### src/rtl/usb_pid_pkg.sv
package usb_pid_pkg;

	// Decoded host PID level from the RX front end
	typedef enum logic [2:0] {
		RX_IDLE = 3'd0,	// Nothing on the bus
		RX_IN   = 3'd1,	// IN token
		RX_OUT  = 3'd2,	// OUT token
		RX_DATA = 3'd3,	// Data packet in progress
		RX_GOOD = 3'd4,	// Data packet ended clean
		RX_BAD  = 3'd5,	// Data packet ended corrupt
		RX_ACK  = 3'd6,	// Host handshake ACK
		RX_NAK  = 3'd7	// Host handshake NAK
	} rx_pid_t;

	// Packet request to the TX side
	typedef enum logic [1:0] {
		TX_NONE = 2'd0,	// Idle
		TX_DATA = 2'd1,
		TX_ACK  = 2'd2,
		TX_NAK  = 2'd3
	} tx_pid_t;

	// On-wire PID bytes, check nibble included
	localparam logic [7:0] PID_BYTE_ACK   = 8'hD2;
	localparam logic [7:0] PID_BYTE_NAK   = 8'h5A;
	localparam logic [7:0] PID_BYTE_DATA0 = 8'hC3;

endpackage

### src/rtl/usb_buf_pkg.sv
package usb_buf_pkg;

	// Endpoint buffer capacity in bytes
	localparam int BUF_DEPTH = 64;

	// One payload byte
	typedef logic [7:0] byte_t;

	// Fill level, 0 up to BUF_DEPTH inclusive
	typedef logic [6:0] occ_t;

	// Index into the buffer storage
	typedef logic [5:0] ptr_t;

endpackage

### src/rtl/buf_if.sv
`timescale 1ns/1ps

// Buffer side channel shared by the controller and the TX sender
interface buf_if
	import usb_buf_pkg::*;
();
	occ_t  occupancy;	// Bytes currently held
	logic  clear;	// Flush request, one cycle
	logic  rd_en;	// Pop the head byte
	byte_t rd_data;	// Head byte, first word fall through

	modport buffer (
		output occupancy,
		output rd_data,
		input  clear,
		input  rd_en
	);

	modport ctrl (
		input  occupancy,
		output clear
	);

	modport sender (
		input  occupancy,
		input  rd_data,
		output rd_en
	);
endinterface

### src/rtl/protocol_controller.sv
`timescale 1ns/1ps

module protocol_controller
	import usb_pid_pkg::*, usb_buf_pkg::*;
(
	input  logic    clk,
	input  logic    n_rst,
	input  rx_pid_t rx_packet,	// Decoded host PID
	input  logic    tx_done,	// Sender finished a packet
	input  logic    buffer_reserved,	// AHB side wants to load the buffer
	input  occ_t    tx_packet_data_size,	// Bytes the AHB side will load
	buf_if.ctrl     bus,
	output logic    rx_data_ready,
	output logic    rx_transfer_active,
	output logic    rx_error,
	output logic    tx_transfer_active,
	output logic    tx_error,
	output logic    d_mode,	// High while the endpoint drives the bus
	output tx_pid_t tx_packet
);
	typedef enum logic [4:0] {
		IDLE,
		// Host to endpoint
		RX_ACTIVE, HE_DATA, HE_GOOD, SEND_ACK, HE_PACKET_DONE_WAIT, DATA_BUFFER_WAIT,
		// Old data still waiting for the AHB side
		HE_ERROR_START, HE_TX_ERROR, HE_PACKET_ERROR_WAIT,
		// Endpoint to host
		AHB_STORE, TX_ACTIVE, EH_DATA, EH_PACKET_DONE_WAIT, EH_DONE,
		TX_ERROR_SET,	// Host answered NAK
		HE_BAD,	// Corrupt host data
		// NAK back to the host
		EH_ERROR_START, EH_TX_ERROR, EH_PACKET_ERROR_WAIT
	} ctrl_state_t;

	ctrl_state_t state;
	ctrl_state_t next_state;

	logic    rx_data_ready_next;
	logic    rx_transfer_active_next;
	logic    rx_error_next;
	logic    tx_transfer_active_next;
	logic    tx_error_next;
	logic    clear_next;
	logic    d_mode_next;
	tx_pid_t tx_packet_next;

	always_ff @(posedge clk, negedge n_rst) begin
		if (!n_rst)
			state <= IDLE;
		else
			state <= next_state;
	end

	always_comb begin
		next_state = state;
		case (state)
			IDLE: begin
				if (rx_packet == RX_OUT)
					next_state = RX_ACTIVE;
				else if (rx_packet == RX_IN)	// Nothing loaded yet
					next_state = EH_ERROR_START;
				else if (buffer_reserved)
					next_state = AHB_STORE;
			end
			RX_ACTIVE: next_state = HE_DATA;
			HE_DATA: begin
				if (rx_packet == RX_GOOD)
					next_state = HE_GOOD;
				else if (rx_packet == RX_BAD)
					next_state = HE_BAD;
			end
			HE_GOOD: next_state = SEND_ACK;
			SEND_ACK: next_state = HE_PACKET_DONE_WAIT;
			HE_PACKET_DONE_WAIT: begin
				if (tx_done)
					next_state = DATA_BUFFER_WAIT;
			end
			DATA_BUFFER_WAIT: begin
				// Hold off the host until the AHB side drains the data
				if (bus.occupancy == '0)
					next_state = IDLE;
				else if (rx_packet == RX_IN || rx_packet == RX_OUT)
					next_state = HE_ERROR_START;
			end
			HE_ERROR_START: next_state = HE_TX_ERROR;
			HE_TX_ERROR: next_state = HE_PACKET_ERROR_WAIT;
			HE_PACKET_ERROR_WAIT: begin
				if (tx_done)
					next_state = DATA_BUFFER_WAIT;
			end
			AHB_STORE: begin
				if (rx_packet == RX_IN && bus.occupancy == tx_packet_data_size)
					next_state = TX_ACTIVE;
				else if (rx_packet == RX_OUT)	// Wrong direction for a loaded buffer
					next_state = EH_ERROR_START;
			end
			TX_ACTIVE: next_state = EH_DATA;
			EH_DATA: begin
				// Sender may report done in the same cycle the buffer runs dry
				if (bus.occupancy == '0)
					next_state = tx_done ? EH_DONE : EH_PACKET_DONE_WAIT;
			end
			EH_PACKET_DONE_WAIT: begin
				if (tx_done)
					next_state = EH_DONE;
			end
			EH_DONE: begin
				if (rx_packet == RX_ACK)
					next_state = IDLE;
				else if (rx_packet == RX_NAK)
					next_state = TX_ERROR_SET;
			end
			TX_ERROR_SET: next_state = IDLE;
			HE_BAD: next_state = EH_ERROR_START;	// Flush, then NAK
			EH_ERROR_START: next_state = EH_TX_ERROR;
			EH_TX_ERROR: next_state = EH_PACKET_ERROR_WAIT;
			EH_PACKET_ERROR_WAIT: begin
				if (tx_done)
					next_state = IDLE;
			end
			default: next_state = IDLE;
		endcase
	end

	// Moore outputs, registered one cycle behind the state
	always_comb begin
		rx_data_ready_next      = rx_data_ready;	// Sticky
		rx_error_next           = rx_error;	// Sticky
		tx_error_next           = tx_error;	// Sticky
		rx_transfer_active_next = 1'b0;
		tx_transfer_active_next = 1'b0;
		clear_next              = 1'b0;
		d_mode_next             = 1'b0;
		tx_packet_next          = TX_NONE;
		case (state)
			RX_ACTIVE: begin
				// New transfer drops the old flags
				rx_data_ready_next      = 1'b0;
				rx_error_next           = 1'b0;
				tx_error_next           = 1'b0;
				rx_transfer_active_next = 1'b1;
			end
			HE_DATA: rx_transfer_active_next = 1'b1;
			HE_GOOD: begin
				rx_data_ready_next      = 1'b1;
				tx_transfer_active_next = 1'b1;
				d_mode_next             = 1'b1;
			end
			SEND_ACK: begin
				tx_transfer_active_next = 1'b1;
				d_mode_next             = 1'b1;
				tx_packet_next          = TX_ACK;	// Single cycle request
			end
			HE_TX_ERROR, EH_TX_ERROR: begin
				tx_transfer_active_next = 1'b1;
				d_mode_next             = 1'b1;
				tx_packet_next          = TX_NAK;
				rx_error_next           = 1'b1;
			end
			HE_PACKET_ERROR_WAIT: begin
				tx_transfer_active_next = 1'b1;
				d_mode_next             = 1'b1;
				rx_error_next           = 1'b1;
			end
			AHB_STORE: begin
				rx_data_ready_next = 1'b0;
				rx_error_next      = 1'b0;
				tx_error_next      = 1'b0;
			end
			TX_ACTIVE: begin
				tx_transfer_active_next = 1'b1;
				d_mode_next             = 1'b1;
				tx_packet_next          = TX_DATA;
			end
			HE_PACKET_DONE_WAIT, HE_ERROR_START, EH_DATA, EH_PACKET_DONE_WAIT,
			EH_ERROR_START, EH_PACKET_ERROR_WAIT: begin
				tx_transfer_active_next = 1'b1;
				d_mode_next             = 1'b1;
			end
			TX_ERROR_SET: tx_error_next = 1'b1;
			HE_BAD: clear_next = 1'b1;	// Drop the corrupt payload
			default: ;	// IDLE, DATA_BUFFER_WAIT, EH_DONE keep defaults
		endcase
	end

	always_ff @(posedge clk, negedge n_rst) begin
		if (!n_rst) begin
			rx_data_ready      <= 1'b0;
			rx_transfer_active <= 1'b0;
			rx_error           <= 1'b0;
			tx_transfer_active <= 1'b0;
			tx_error           <= 1'b0;
			bus.clear          <= 1'b0;
			d_mode             <= 1'b0;
			tx_packet          <= TX_NONE;
		end else begin
			rx_data_ready      <= rx_data_ready_next;
			rx_transfer_active <= rx_transfer_active_next;
			rx_error           <= rx_error_next;
			tx_transfer_active <= tx_transfer_active_next;
			tx_error           <= tx_error_next;
			bus.clear          <= clear_next;
			d_mode             <= d_mode_next;
			tx_packet          <= tx_packet_next;
		end
	end

	// Data is only ever requested with the endpoint driving the bus
	a_data_in_d_mode: assert property (@(posedge clk) disable iff (!n_rst)
		(tx_packet == TX_DATA) |-> d_mode);

	// Flush is a pulse, never a level
	a_clear_pulse: assert property (@(posedge clk) disable iff (!n_rst)
		bus.clear |=> !bus.clear);

endmodule

### src/rtl/data_buffer.sv
`timescale 1ns/1ps

module data_buffer
	import usb_buf_pkg::*;
(
	input  logic  clk,
	input  logic  n_rst,
	buf_if.buffer bus,
	input  byte_t rx_byte,	// Host payload
	input  logic  rx_byte_valid,
	input  logic  rx_transfer_active,	// Selects the host as writer
	input  byte_t ahb_wr_data,
	input  logic  ahb_wr_en,
	input  logic  ahb_rd_en,
	output byte_t ahb_rd_data
);
	byte_t mem [BUF_DEPTH];
	ptr_t  wr_ptr;
	ptr_t  rd_ptr;
	occ_t  count;
	logic  wr_req;
	byte_t wr_data;
	logic  do_wr;
	logic  do_rd;

	// Host owns the write port during an OUT data phase
	assign wr_req  = rx_transfer_active ? rx_byte_valid : ahb_wr_en;
	assign wr_data = rx_transfer_active ? rx_byte : ahb_wr_data;

	assign do_wr = wr_req && (count != occ_t'(BUF_DEPTH));	// Full drops the write
	assign do_rd = (bus.rd_en || ahb_rd_en) && (count != '0);	// Empty ignores the pop

	always_ff @(posedge clk, negedge n_rst) begin
		if (!n_rst) begin
			wr_ptr <= '0;
			rd_ptr <= '0;
			count  <= '0;
		end else if (bus.clear) begin	// Flush wins over everything
			wr_ptr <= '0;
			rd_ptr <= '0;
			count  <= '0;
		end else begin
			if (do_wr)
				wr_ptr <= wr_ptr + 1'b1;	// Wraps at depth
			if (do_rd)
				rd_ptr <= rd_ptr + 1'b1;
			case ({do_wr, do_rd})
				2'b10:   count <= count + 1'b1;
				2'b01:   count <= count - 1'b1;
				default: count <= count;	// Both or neither
			endcase
		end
	end

	always_ff @(posedge clk) begin
		if (do_wr && !bus.clear)
			mem[wr_ptr] <= wr_data;
	end

	// Head byte always visible on both read sides
	assign bus.rd_data   = mem[rd_ptr];
	assign ahb_rd_data   = mem[rd_ptr];
	assign bus.occupancy = count;

	a_occ_bound: assert property (@(posedge clk) disable iff (!n_rst)
		bus.occupancy <= occ_t'(BUF_DEPTH));

endmodule

### src/rtl/tx_packet_sender.sv
`timescale 1ns/1ps

module tx_packet_sender
	import usb_pid_pkg::*, usb_buf_pkg::*;
(
	input  logic    clk,
	input  logic    n_rst,
	input  tx_pid_t tx_packet,	// One cycle request
	buf_if.sender   bus,
	output byte_t   tx_byte,
	output logic    tx_byte_valid,
	output logic    tx_done
);
	typedef enum logic [1:0] {IDLE, PID, DATA, DONE} snd_state_t;

	snd_state_t state;
	snd_state_t next_state;
	tx_pid_t    pid_q;	// Request being served
	byte_t      pid_byte;

	always_ff @(posedge clk, negedge n_rst) begin
		if (!n_rst)
			state <= IDLE;
		else
			state <= next_state;
	end

	always_ff @(posedge clk) begin
		if (state == IDLE && tx_packet != TX_NONE)
			pid_q <= tx_packet;
	end

	always_comb begin
		case (pid_q)
			TX_DATA: pid_byte = PID_BYTE_DATA0;	// Only DATA0, no toggle
			TX_ACK:  pid_byte = PID_BYTE_ACK;
			default: pid_byte = PID_BYTE_NAK;
		endcase
	end

	always_comb begin
		next_state = state;
		case (state)
			IDLE: if (tx_packet != TX_NONE) next_state = PID;
			PID:  next_state = (pid_q == TX_DATA) ? DATA : DONE;
			// Leave once the last byte goes out this cycle
			DATA: if (bus.occupancy <= occ_t'(1)) next_state = DONE;
			DONE: next_state = IDLE;
			default: next_state = IDLE;
		endcase
	end

	assign bus.rd_en     = (state == DATA) && (bus.occupancy != '0);	// One pop per cycle
	assign tx_byte_valid = (state == PID) || bus.rd_en;
	assign tx_byte       = (state == PID) ? pid_byte :
	                       (state == DATA) ? bus.rd_data : '0;
	assign tx_done       = (state == DONE);

	a_done_pulse: assert property (@(posedge clk) disable iff (!n_rst)
		tx_done |=> !tx_done);

endmodule

### src/rtl/usb_endpoint_top.sv
`timescale 1ns/1ps

module usb_endpoint_top
	import usb_pid_pkg::*, usb_buf_pkg::*;
(
	input  logic    clk,
	input  logic    n_rst,
	input  rx_pid_t rx_packet,	// Decoded PID level
	input  byte_t   rx_byte,
	input  logic    rx_byte_valid,
	input  byte_t   ahb_wr_data,
	input  logic    ahb_wr_en,
	input  logic    ahb_rd_en,
	input  logic    buffer_reserved,
	input  occ_t    tx_packet_data_size,
	output byte_t   ahb_rd_data,
	output byte_t   tx_byte,
	output logic    tx_byte_valid,
	output logic    rx_data_ready,
	output logic    rx_transfer_active,
	output logic    rx_error,
	output logic    tx_transfer_active,
	output logic    tx_error,
	output logic    d_mode
);
	tx_pid_t tx_packet;	// Controller to sender request
	logic    tx_done;

	buf_if u_buf_if ();

	protocol_controller u_protocol_controller (
		.clk                 (clk),
		.n_rst               (n_rst),
		.rx_packet           (rx_packet),
		.tx_done             (tx_done),
		.buffer_reserved     (buffer_reserved),
		.tx_packet_data_size (tx_packet_data_size),
		.bus                 (u_buf_if.ctrl),
		.rx_data_ready       (rx_data_ready),
		.rx_transfer_active  (rx_transfer_active),
		.rx_error            (rx_error),
		.tx_transfer_active  (tx_transfer_active),
		.tx_error            (tx_error),
		.d_mode              (d_mode),
		.tx_packet           (tx_packet)
	);

	data_buffer u_data_buffer (
		.clk                (clk),
		.n_rst              (n_rst),
		.bus                (u_buf_if.buffer),
		.rx_byte            (rx_byte),
		.rx_byte_valid      (rx_byte_valid),
		.rx_transfer_active (rx_transfer_active),	// Also a status output
		.ahb_wr_data        (ahb_wr_data),
		.ahb_wr_en          (ahb_wr_en),
		.ahb_rd_en          (ahb_rd_en),
		.ahb_rd_data        (ahb_rd_data)
	);

	tx_packet_sender u_tx_packet_sender (
		.clk           (clk),
		.n_rst         (n_rst),
		.tx_packet     (tx_packet),
		.bus           (u_buf_if.sender),
		.tx_byte       (tx_byte),
		.tx_byte_valid (tx_byte_valid),
		.tx_done       (tx_done)
	);

endmodule

### config.mk
export PLATFORM = sky130hd
export DESIGN_NAME = usb_endpoint_top
export DESIGN_NICKNAME = d
export VERILOG_FILES = /design/src/rtl/usb_pid_pkg.sv /design/src/rtl/usb_buf_pkg.sv /design/src/rtl/buf_if.sv /design/src/rtl/protocol_controller.sv /design/src/rtl/data_buffer.sv /design/src/rtl/tx_packet_sender.sv /design/src/rtl/usb_endpoint_top.sv
export SDC_FILE = /design/constraint.sdc
export NUM_CORES = 1
export LEC_CHECK = 0
export BUFFER_PORTS_ARGS = -buffer_cell sky130_fd_sc_hd__buf_4
export CAP_MARGIN = 5
export CORE_ASPECT_RATIO = 1.5
export CORE_MARGIN = 1.5
export CORE_UTILIZATION = 40
export CTS_CLUSTER_DIAMETER = 120
export DETAILED_ROUTE_END_ITERATION = 7
export RECOVER_POWER = 25
export SETUP_SLACK_MARGIN = 0.4
export SLEW_MARGIN = 20
export SYNTH_ARGS = -nofsm -noshare
export SYNTH_HDL_FRONTEND = slang
export SYNTH_HIERARCHICAL = 1
export SYNTH_SLANG_ARGS = --single-unit
export TNS_END_PERCENT = 100
### constraint.sdc
create_clock -name clk -period 3.7 [get_ports clk]
set_input_delay 0.185 -clock clk [delete_from_list [all_inputs] [get_ports clk]]
set_output_delay 0.185 -clock clk [all_outputs]
set_load 0.05 [all_outputs]
==> impl_metrics.json, run 1 <==
{
  "synth_seq_area_share_pct": 71.6,
  "crit_type": "reg -> out",
  "fin_skew_ns": 0.0255,
  "synth_warnings": 6,
  "max_cap_viol_count": 5,
  "ir_worst_vdd_v": 0.000394,
  "crit_required_ns": 3.51,
  "antenna_left": 0,
  "max-slew-margin-rel_pct": -38.4,
  "internal_power_w": 0.0140,
  "path_max_fanout": 8,
  "io_buffers": 54,
  "synth_area_um2": 22800,
  "wl_per_cell_um": 25.2,
  "startpoint_type": "register",
  "ys.flop_type": "edfxtp_1",
  "layout_min_cycle_time_ns": 3.49,
  "synth-simple-area-share_pct": 5.32,
  "hold_class": "in -> reg",
  "syn_to_final_growth_pct": 16.7,
  "power_frac_comb_pct": 40.0,
  "final.setup.tns_ns": 0,
  "grt_max_degree": 65,
  "instances_no_fill": 2130,
  "tightestPinTransition_ns": 2.08,
  "cp-end-kind": "output port",
  "core_area_um2": 56000,
  "clkSlewWorstSetupHoldPaths_ns": 0.06,
  "violations": "max-capacitance violations, max-slew violations",
  "gp_congestion": 0.851,
  "start_util_pct": 40.7,
  "fp.dieH_um": 295,
  "power.share.switching_pct": 34.8,
  "numCtsBuffers": 50,
  "critPathLaunch": "u_data_buffer/rd_ptr[0]$_DFFE_PN0P_",
  "synth_xor_area_share_pct": 0.924,
  "crit_slowest_cell": "mux4_2",
  "first_iter_violations": 1021,
  "synth_edf_count": 514,
  "ys_top_cells_by_area": "edfxtp_1 (68%), mux4_2 (14%), dfrtp_1 (3.7%)",
  "grt_overflow": 0,
  "grt_busiest_layer": "met2",
  "nets": 1375,
  "p_per_area_nw_per_um2": 807,
  "slew_violations": 231,
  "crit_arrival_ns": 3.30,
  "ys_seq_elements": 548,
  "num_vias": 11806,
  "cp_slowest_stage_delay_ns": 0.53,
  "synth_area_per_cell_um2": 18.9,
  "fmax_mhz": 287,
  "r2r_start": "u_protocol_controller/rx_transfer_active$_DFF_PN0_",
  "synth_top_area_share_pct": 67.8,
  "fin_util_pct": 47.4,
  "async_flop_share_pct": 6.20,
  "use_met2_pct": 35.4,
  "drc": 0,
  "first_pass_iters": 4,
  "syn_inst": 1207,
  "die_w_um": 198,
  "dp.cells": 2008,
  "die_area_um2": 58400,
  "yosys.area_share.adder_pct": 0.550,
  "setup_violations": 0,
  "diodes": 0,
  "seq_power_share_pct": 37.0,
  "period_share_pct": 94.3,
  "cts_htree_levels": 2,
  "cts_tree": "yes",
  "rows": 106,
  "viasPerCell": 5.54,
  "yosys.area.top_type": "edfxtp_1",
  "yosysUniqueCellTypes": 71,
  "use_met3_pct": 1.91,
  "cts.sinks": 548,
  "p_leak_nw": 8.57,
  "grt_pass1_wl_mm": 80.1,
  "track_usage_pct": 18.9,
  "grt.met1_usage_pct": 22.6,
  "fill_cells": 4746,
  "hold_violations": 0,
  "status": "complete, but fails checks",
  "rrSetupSlack_ns": 0.54,
  "cp_cell_sequence": "buf_12 > buf_12 > buf_16 > buf_4 > mux4_2 > mux4_2 > a22oi_2 > nand2_2 > a22o_1 > buf_6",
  "dpl.hpwl_mm": 35.5,
  "switching_power_w": 0.00746,
  "synth_top_family_by_area": "multiplexers",
  "yosys-mux-area-fraction_pct": 16.1,
  "grt_antenna_before_repair": 0,
  "grt_pass1_vias": 12053,
  "hold_start": "rx_packet[2]",
  "clock_path_buffers": 3,
  "ios": 55,
  "clk_latency_ns": 0.58,
  "cts_root_buf": "clkbuf_16",
  "clockPowerShare_pct": 23.0,
  "rsz0062_at_grt": "true",
  "synth-compound-area-share_pct": 3.68,
  "layout-drive-gt1-share_pct": 30.5,
  "wirelength_mm": 53.6,
  "syn_nets": 1249
}
-- layer usage --
metal	part of all wire [%]	up-vias
met2	55	311
li1	-	5161
met3	3.4	88
met5	0	-
met1	38	6246
met4	3.4	0
-- synthesized netlist by cell type, drive strengths merged, types with 9 or more instances --
| cell type | instances |
|---|---|
| a211oi | 17 |
| ha | 10 |
| buf | 46 |
| clkbuf | 33 |
| nor2 | 107 |
| a22oi | 12 |
| nand4 | 9 |
| o21ai | 25 |
| nor2b | 26 |
| mux2i | 19 |
| xnor2 | 15 |
| nand2 | 30 |
| mux2 | 16 |
| mux4 | 146 |
| xor2 | 9 |
| nor3 | 14 |
| dfrtp | 34 |
| a21oi | 12 |
| inv | 13 |
| edfxtp | 514 |
-- timing repair --
item / CTS / global route
setup buffers: 10 / 15
gates resized for setup: 29 / 33
setup endpoints to repair: 17 / 118
pin swaps: 10 / 10
hold endpoints to repair: 34 / 0
gates cloned: 2 / 1
hold buffers: 1 / 0
-- worst paths after layout --
kind                       cells past startpoint                                    endpoint
min in group asynchronous                      2  u_data_buffer/bus.occupancy[6]$_DFFE_PN0P_
setup / recovery                              10                                  tx_byte[0]
hold / removal                                 4  u_protocol_controller/state[1]$_DFFE_PN0P_
hold reg to reg                                0       u_tx_packet_sender/pid_q[0]$_DFFE_PP_
max in group asynchronous                      2         u_data_buffer/rd_ptr[1]$_DFFE_PN0P_
setup reg to reg                               2          u_data_buffer/mem[30][0]$_DFFE_PP_
-- cell type report --
class / count / area [um2] / area share [%]
Sequential cell: 548 / 16300 / 61.4
Multi-Input combinational cell: 567 / 6270 / 23.6
Timing Repair Buffer: 153 / 1460 / 5.48
Clock buffer: 62 / 1330 / 4.99
Tap cell: 756 / 946 / 3.56
Clock inverter: 31 / 214 / 0.806
Inverter: 13 / 48.8 / 0.184
-- cell families after synthesis --
family / Yosys count
AO/OA/AOI/OAI: 113
XOR/XNOR: 24
adder cells (fa/ha/maj): 10
buffers and inverters: 92
flip-flops: 548
multiplexers: 181
AND/OR/NAND/NOR: 239
-- metrics by stage --
stage          power (W)  cell area [um2]  setup WS, ns  hold slack, ns
6_report          0.0214            26600         0.211           0.144
5_1_grt           0.0223            26600         0.138           0.145
4_1_cts           0.0213            26300         0.226           0.109
3_5_place_dp      0.0159            24500         0.344           0.184
3_3_place_gp      0.0158            24500         0.391           0.181
2_1_floorplan     0.0134            22800         0.292          -0.111
-- worst max-delay path, delay by kind of cell (launching register included) --
family                 cells  cell delay, ns
AND/OR/NAND/NOR            1            0.10
flip-flops                 1            0.50
AO/OA/AOI/OAI              2            0.42
multiplexers               2            0.97
buffers and inverters      5            0.71
-- cells in the final DEF, fill, tap and decap left out, drive strengths merged, types with 3 or more instances in the layout --
master | netlist | layout
edfxtp | 514 | 514
mux4 | 146 | 146
buf | 46 | 143
nor2 | 107 | 107
clkbuf | 33 | 71
dfrtp | 34 | 34
nand2 | 30 | 30
nor2b | 26 | 26
o21ai | 25 | 25
clkinv | 0 | 24
mux2i | 19 | 19
a211oi | 17 | 17
mux2 | 16 | 16
xnor2 | 15 | 15
inv | 13 | 15
nor3 | 14 | 14
a21oi | 12 | 12
a22oi | 12 | 12
ha | 10 | 10
xor2 | 9 | 9
nand4 | 9 | 9
a22o | 8 | 8
nor4 | 8 | 8
and2 | 6 | 6
nor3b | 6 | 6
nand3 | 6 | 6
o41ai | 6 | 6
or3 | 6 | 6
and3 | 5 | 5
or2 | 4 | 4
o21a | 4 | 4
clkinvlp | 0 | 3
or3b | 3 | 3
nand2b | 3 | 3
o211ai | 3 | 3
o22ai | 3 | 3
a2111oi | 3 | 3
-- flip-flops by register name, summed over array words and instances, names as in the netlist --
signal	flops
u_data_buffer/bus.occupancy	7
u_data_buffer/mem	512
u_data_buffer/rd_ptr	6
u_data_buffer/wr_ptr	6
u_protocol_controller/bus.clear	1
u_protocol_controller/d_mode	1
u_protocol_controller/rx_data_ready	1
u_protocol_controller/rx_error	1
u_protocol_controller/rx_transfer_active	1
u_protocol_controller/state	5
u_protocol_controller/tx_error	1
u_protocol_controller/tx_packet	2
u_tx_packet_sender/pid_q	2
u_tx_packet_sender/state	2
-- power groups by stage --
stage                     clock network, W  logic [W]  registers [W]
final                              0.00492    0.00857        0.00794
after global routing               0.00526    0.00907        0.00799
after CTS                          0.00505    0.00829        0.00793
after detailed placement                 0    0.00777        0.00813
after global placement                   0    0.00772        0.00811
after floorplan                          0    0.00558        0.00782
Note: power is estimated with default switching activity, not from simulation.
==> run 2: changes to the inputs <==
- CORE_MARGIN: 1.5 -> default
==> impl_metrics.json, run 2 (synthesis results as in run 1) <==
{
  "p_per_area_nw_per_um2": 808,
  "p_leak_nw": 8.51,
  "hold_class": "in -> reg",
  "viasPerCell": 5.54,
  "hold_violations": 0,
  "wirelength_mm": 53.1,
  "setup_violations": 0,
  "fin_skew_ns": 0.0273,
  "status": "complete, but fails checks",
  "final.setup.tns_ns": 0,
  "cp-end-kind": "output port",
  "diodes": 0,
  "rrSetupSlack_ns": 0.42,
  "fmax_mhz": 286,
  "layout-drive-gt1-share_pct": 30.8,
  "ir_worst_vdd_v": 0.000316,
  "grt_pass1_vias": 12173,
  "grt_antenna_before_repair": 0,
  "crit_type": "reg -> out",
  "hold_ws_ns": 0.131,
  "core_area_um2": 56000,
  "max-slew-margin-rel_pct": -37.9,
  "cts_tree": "yes",
  "rsz0062_at_grt": "true",
  "tightestPinTransition_ns": 2.07,
  "fin_util_pct": 47.4,
  "max_cap_viol_count": 3,
  "nets": 1364,
  "fp.dieH_um": 294,
  "rows": 106,
  "first_iter_violations": 856,
  "layout_commonest_cell": "edfxtp_1",
  "clk_latency_ns": 0.59,
  "crit_required_ns": 3.51,
  "syn_to_final_growth_pct": 16.5,
  "ios": 55,
  "cts_htree_levels": 2,
  "layout_min_cycle_time_ns": 3.50,
  "path_max_fanout": 8,
  "clkSlewWorstSetupHoldPaths_ns": 0.07,
  "instances_no_fill": 2120,
  "cts_root_buf": "clkbuf_16",
  "violations": "max-capacitance violations, max-slew violations",
  "io_buffers": 54,
  "drc": 0,
  "clock_path_buffers": 3,
  "grt_overflow": 0,
  "dp.cells": 1998,
  "cts.sinks": 548,
  "start_util_pct": 40.7,
  "period_share_pct": 94.5,
  "numCtsBuffers": 50,
  "final_cell_mix": "edfxtp_1 (514), mux4_2 (146), buf_4 (95)",
  "largest-register": "u_data_buffer/mem",
  "gp_congestion": 0.809,
  "totalPowerFinal_w": 0.0214,
  "track_usage_pct": 18.7,
  "die_w_um": 197,
  "first_pass_iters": 5,
  "die_area_um2": 57900,
  "wl_per_cell_um": 25.0,
  "grt_max_degree": 54,
  "crit_arrival_ns": 3.31,
  "num_vias": 11750,
  "startpoint_type": "register",
  "largest_register_ffs": 512,
  "dpl.hpwl_mm": 35.0,
  "reg_top3": "u_data_buffer/mem: 512 flops, u_data_buffer/bus.occupancy: 7 flops",
  "slew_violations": 143,
  "grt_pass1_wl_mm": 78.7,
  "antenna_left": 0
}
[run 2: cell count changes in the layout (fill, tap and decap cells not counted), sizes merged]
cell	before	now
clkinv	24	18
clkbuf	71	80
clkinvlp	3	4
buf	143	128
inv	15	16
[run 2: power breakdown]
group          switching [W]  internal (W)  total (W)
registers           0.000450       0.00747    0.00792
logic                0.00476       0.00376    0.00853
clock network        0.00227       0.00273    0.00499
[run 2: final cells by class]
| type | count | area [um2] |
|---|---|---|
| fillers | 4697 | 29500 |
| clock inverters | 27 | 230 |
| repair buffers | 142 | 1390 |
| well taps | 756 | 946 |
| flip-flops and latches | 548 | 16300 |
| inverters | 13 | 48.8 |
| clock buffers | 67 | 1350 |
| multi-input cells | 567 | 6260 |
[run 2: through the flow]
step / instance area [um2] / worst slack [ns]
6_report: 26500 / 0.204
3_3_place_gp: 24400 / 0.374
5_1_grt: 26500 / 0.129
3_5_place_dp: 24400 / 0.364
4_1_cts: 26200 / 0.189
2_1_floorplan: 22800 / 0.292
[run 2: per-layer routing]
layer,GRT usage (%),vias up,routed length [um]
li1,-,5127,-
met5,0,-,0
met1,22.1,6206,20300
met2,33.9,315,28700
met4,7.85,0,2160
met3,2.41,102,1970
[run 2: worst paths after layout]
kind,start,end,cells after the start
worst min register to register,u_protocol_controller/tx_packet[1]$_DFF_PN0_,u_tx_packet_sender/pid_q[1]$_DFFE_PP_,0
min in group asynchronous,n_rst,u_data_buffer/bus.occupancy[0]$_DFFE_PN0P_,2
worst max-delay path,u_data_buffer/rd_ptr[0]$_DFFE_PN0P_,ahb_rd_data[6],9
worst min-delay path,rx_packet[2],u_protocol_controller/state[4]$_DFFE_PN0P_,4
worst max register to register,u_protocol_controller/rx_transfer_active$_DFF_PN0_,u_data_buffer/mem[12][3]$_DFFE_PP_,3
max in group asynchronous,n_rst,u_data_buffer/rd_ptr[1]$_DFFE_PN0P_,2
[run 2: critical path: stages, from the launching register on]
cell,delay (ns)
dfrtp_4,0.51
buf_12,0.16
buf_12,0.13
buf_12,0.14
mux4_2,0.48
mux4_2,0.53
a22oi_2,0.30
o41ai_4,0.14
buf_4,0.17
buf_6,0.14
[run 2: repair_timing]
item                                   4_1_cts  5_1_grt
hold buffers                                 1        0
pin swaps                                    6       14
endpoints found under the hold margin       34        0
setup buffers                               10       16
resized for setup                           15       43
gates cloned                                 0        1
setup endpoints to repair                   17      170
==> run 3: changes to the inputs <==
- REMOVE_ABC_BUFFERS: default -> 1
==> impl_metrics.json, run 3 (synthesis results as in run 1) <==
{
  "crit_type": "reg -> out",
  "syn_to_final_growth_pct": 18.2,
  "io_buffers": 54,
  "fmax_mhz": 283,
  "clkSlewWorstSetupHoldPaths_ns": 0.08,
  "critPathTopFamily": "multiplexers",
  "viasPerCell": 5.53,
  "path_depth": 10,
  "dpl.hpwl_mm": 35.5,
  "clockPowerShare_pct": 23.8,
  "switching_power_w": 0.00767,
  "cts_tree": "yes",
  "numCtsBuffers": 49,
  "cp_cell_sequence": "buf_12 > buf_12 > buf_12 > buf_4 > mux4_2 > mux4_2 > a22oi_2 > o41ai_2 > and2_1 > buf_4",
  "crit_slowest_cell": "mux4_2",
  "start_util_pct": 40.7,
  "slew_violations": 83,
  "clk_latency_ns": 0.57,
  "seq_power_share_pct": 35.9,
  "dp.cells": 2023,
  "path_max_fanout": 7,
  "crit_arrival_ns": 3.35,
  "grt_pass1_wl_mm": 81.8,
  "nets": 1398,
  "gp_congestion": 0.856,
  "max-slew-margin-rel_pct": -44.8,
  "internal_power_w": 0.0144,
  "reg_top3": "u_data_buffer/mem: 512 flops, u_data_buffer/bus.occupancy: 7 flops",
  "cts_htree_levels": 2,
  "drc": 0,
  "cp-end-kind": "output port",
  "die_area_um2": 57900,
  "startpoint_type": "register",
  "worstReg2RegEnd": "u_data_buffer/bus.occupancy[6]$_DFFE_PN0P_",
  "first_iter_violations": 850,
  "layout-drive-gt1-share_pct": 31.6,
  "wirelength_mm": 56.1,
  "rows": 106,
  "cts_root_buf": "clkbuf_16",
  "power.share.switching_pct": 34.8,
  "cp_slowest_stage_delay_ns": 0.53,
  "p_per_area_nw_per_um2": 820,
  "setup_violations": 0,
  "p_leak_nw": 8.79,
  "layout_commonest_cell": "edfxtp_1",
  "power_frac_comb_pct": 40.4,
  "tightestPinTransition_ns": 2.17,
  "grt_overflow": 0,
  "period_share_pct": 95.5,
  "violations": "max-capacitance violations, max-slew violations",
  "grt_max_degree": 49,
  "diodes": 0,
  "grt_pass1_vias": 12328,
  "wl_per_cell_um": 26.0,
  "track_usage_pct": 19.6,
  "ios": 55,
  "largest-register": "u_data_buffer/mem",
  "endpoint": "tx_byte[2]",
  "path_common_cell": "buf_12",
  "instances_no_fill": 2153,
  "rrSetupSlack_ns": 0.54,
  "r2r_cells": 11,
  "hold_violations": 0,
  "rsz0062_at_grt": "true",
  "final_cell_mix": "edfxtp_1 (514), mux4_2 (146), buf_4 (133)",
  "grt_antenna_before_repair": 0,
  "fp.dieH_um": 294,
  "hold_ws_ns": 0.142,
  "max_cap_viol_count": 2,
  "status": "complete, but fails checks",
  "cts.sinks": 548,
  "first_pass_iters": 5,
  "largest_register_ffs": 512,
  "layout_min_cycle_time_ns": 3.53,
  "r2r_start": "u_data_buffer/bus.occupancy[1]$_DFFE_PN0P_",
  "critPathLaunch": "u_data_buffer/rd_ptr[0]$_DFFE_PN0P_",
  "fin_skew_ns": 0.0149,
  "crit_required_ns": 3.51,
  "die_w_um": 197,
  "worstHoldPathCells": 4,
  "antenna_left": 0,
  "ir_worst_vdd_v": 0.000428,
  "core_area_um2": 56000,
  "clock_path_buffers": 3,
  "hold_class": "in -> reg",
  "num_vias": 11911,
  "cp_num_buf_inv": 5
}
[run 3: through the flow]
step           worst slack [ns]  cell area [um2]  power, W  util (%)  TNS (ns)
2_1_floorplan             -4.84            22400    0.0131         -    -80.39
3_3_place_gp              0.311            24500    0.0157      43.7         0
3_5_place_dp              0.247            24500    0.0157      43.7         0
4_1_cts                   0.214            26700    0.0220      47.8         0
5_1_grt                   0.124            26900    0.0228      48.0         0
6_report                  0.167            26900    0.0220      48.0         0
[run 3: power groups by stage]
stage          Sequential, W  Clock, W  Combinational (W)
4_1_cts              0.00789   0.00535            0.00872
3_5_place_dp         0.00806         0            0.00769
5_1_grt              0.00795   0.00557            0.00932
3_3_place_gp         0.00803         0            0.00766
2_1_floorplan        0.00855         0            0.00451
6_report             0.00791   0.00524            0.00890
[run 3: area by class of cell]
class,count,area (um2)
well taps,756,946
clock inverters,31,320
fillers,4669,29100
flip-flops and latches,548,16300
inverters,13,48.8
clock buffers,61,1340
multi-input cells,567,6220
repair buffers,177,1710
[run 3: routing by layer]
metal	GRT usage (%)	part of all wire (%)	routed length [um]
met5	0	0	0
met4	8.51	4.4	2450
met3	2.07	4.0	2240
met2	35.7	54	30000
met1	23.2	38	21400
[run 3: how the worst min path moves through the flow]
stage	from	endpoint	slack, ns
finish	rx_packet[2]	u_protocol_controller/state[4]$_DFFE_PN0P_	0.14
detailed placement	n_rst	u_data_buffer/bus.occupancy[5]$_DFFE_PN0P_	0.18
floorplan	n_rst	u_data_buffer/bus.occupancy[0]$_DFFE_PN0P_	-0.11
CTS	n_rst	u_data_buffer/bus.occupancy[5]$_DFFE_PN0P_	0.11
global route	rx_packet[2]	u_protocol_controller/state[4]$_DFFE_PN0P_	0.15
global placement	n_rst	u_data_buffer/bus.occupancy[6]$_DFFE_PN0P_	0.18
[run 3: timing repair]
action / in CTS / in global routing
hold endpoints to repair: 34 / 0
gates resized for setup: 57 / 11
cloned: 6 / 1
hold buffers: 1 / 0
pin swaps: 11 / 10
setup buffers: 17 / 13
endpoints found under the setup margin: 17 / 18
[run 3: worst reg2reg max path: cells and delay by family, from the launching register on]
| kind | cells | cell delay (ns) |
|---|---|---|
| flip-flops | 1 | 0.37 |
| AND/OR/NAND/NOR | 4 | 1.02 |
| adder cells (fa/ha/maj) | 1 | 0.30 |
| AO/OA/AOI/OAI | 5 | 1.30 |
| buffers and inverters | 1 | 0.07 |
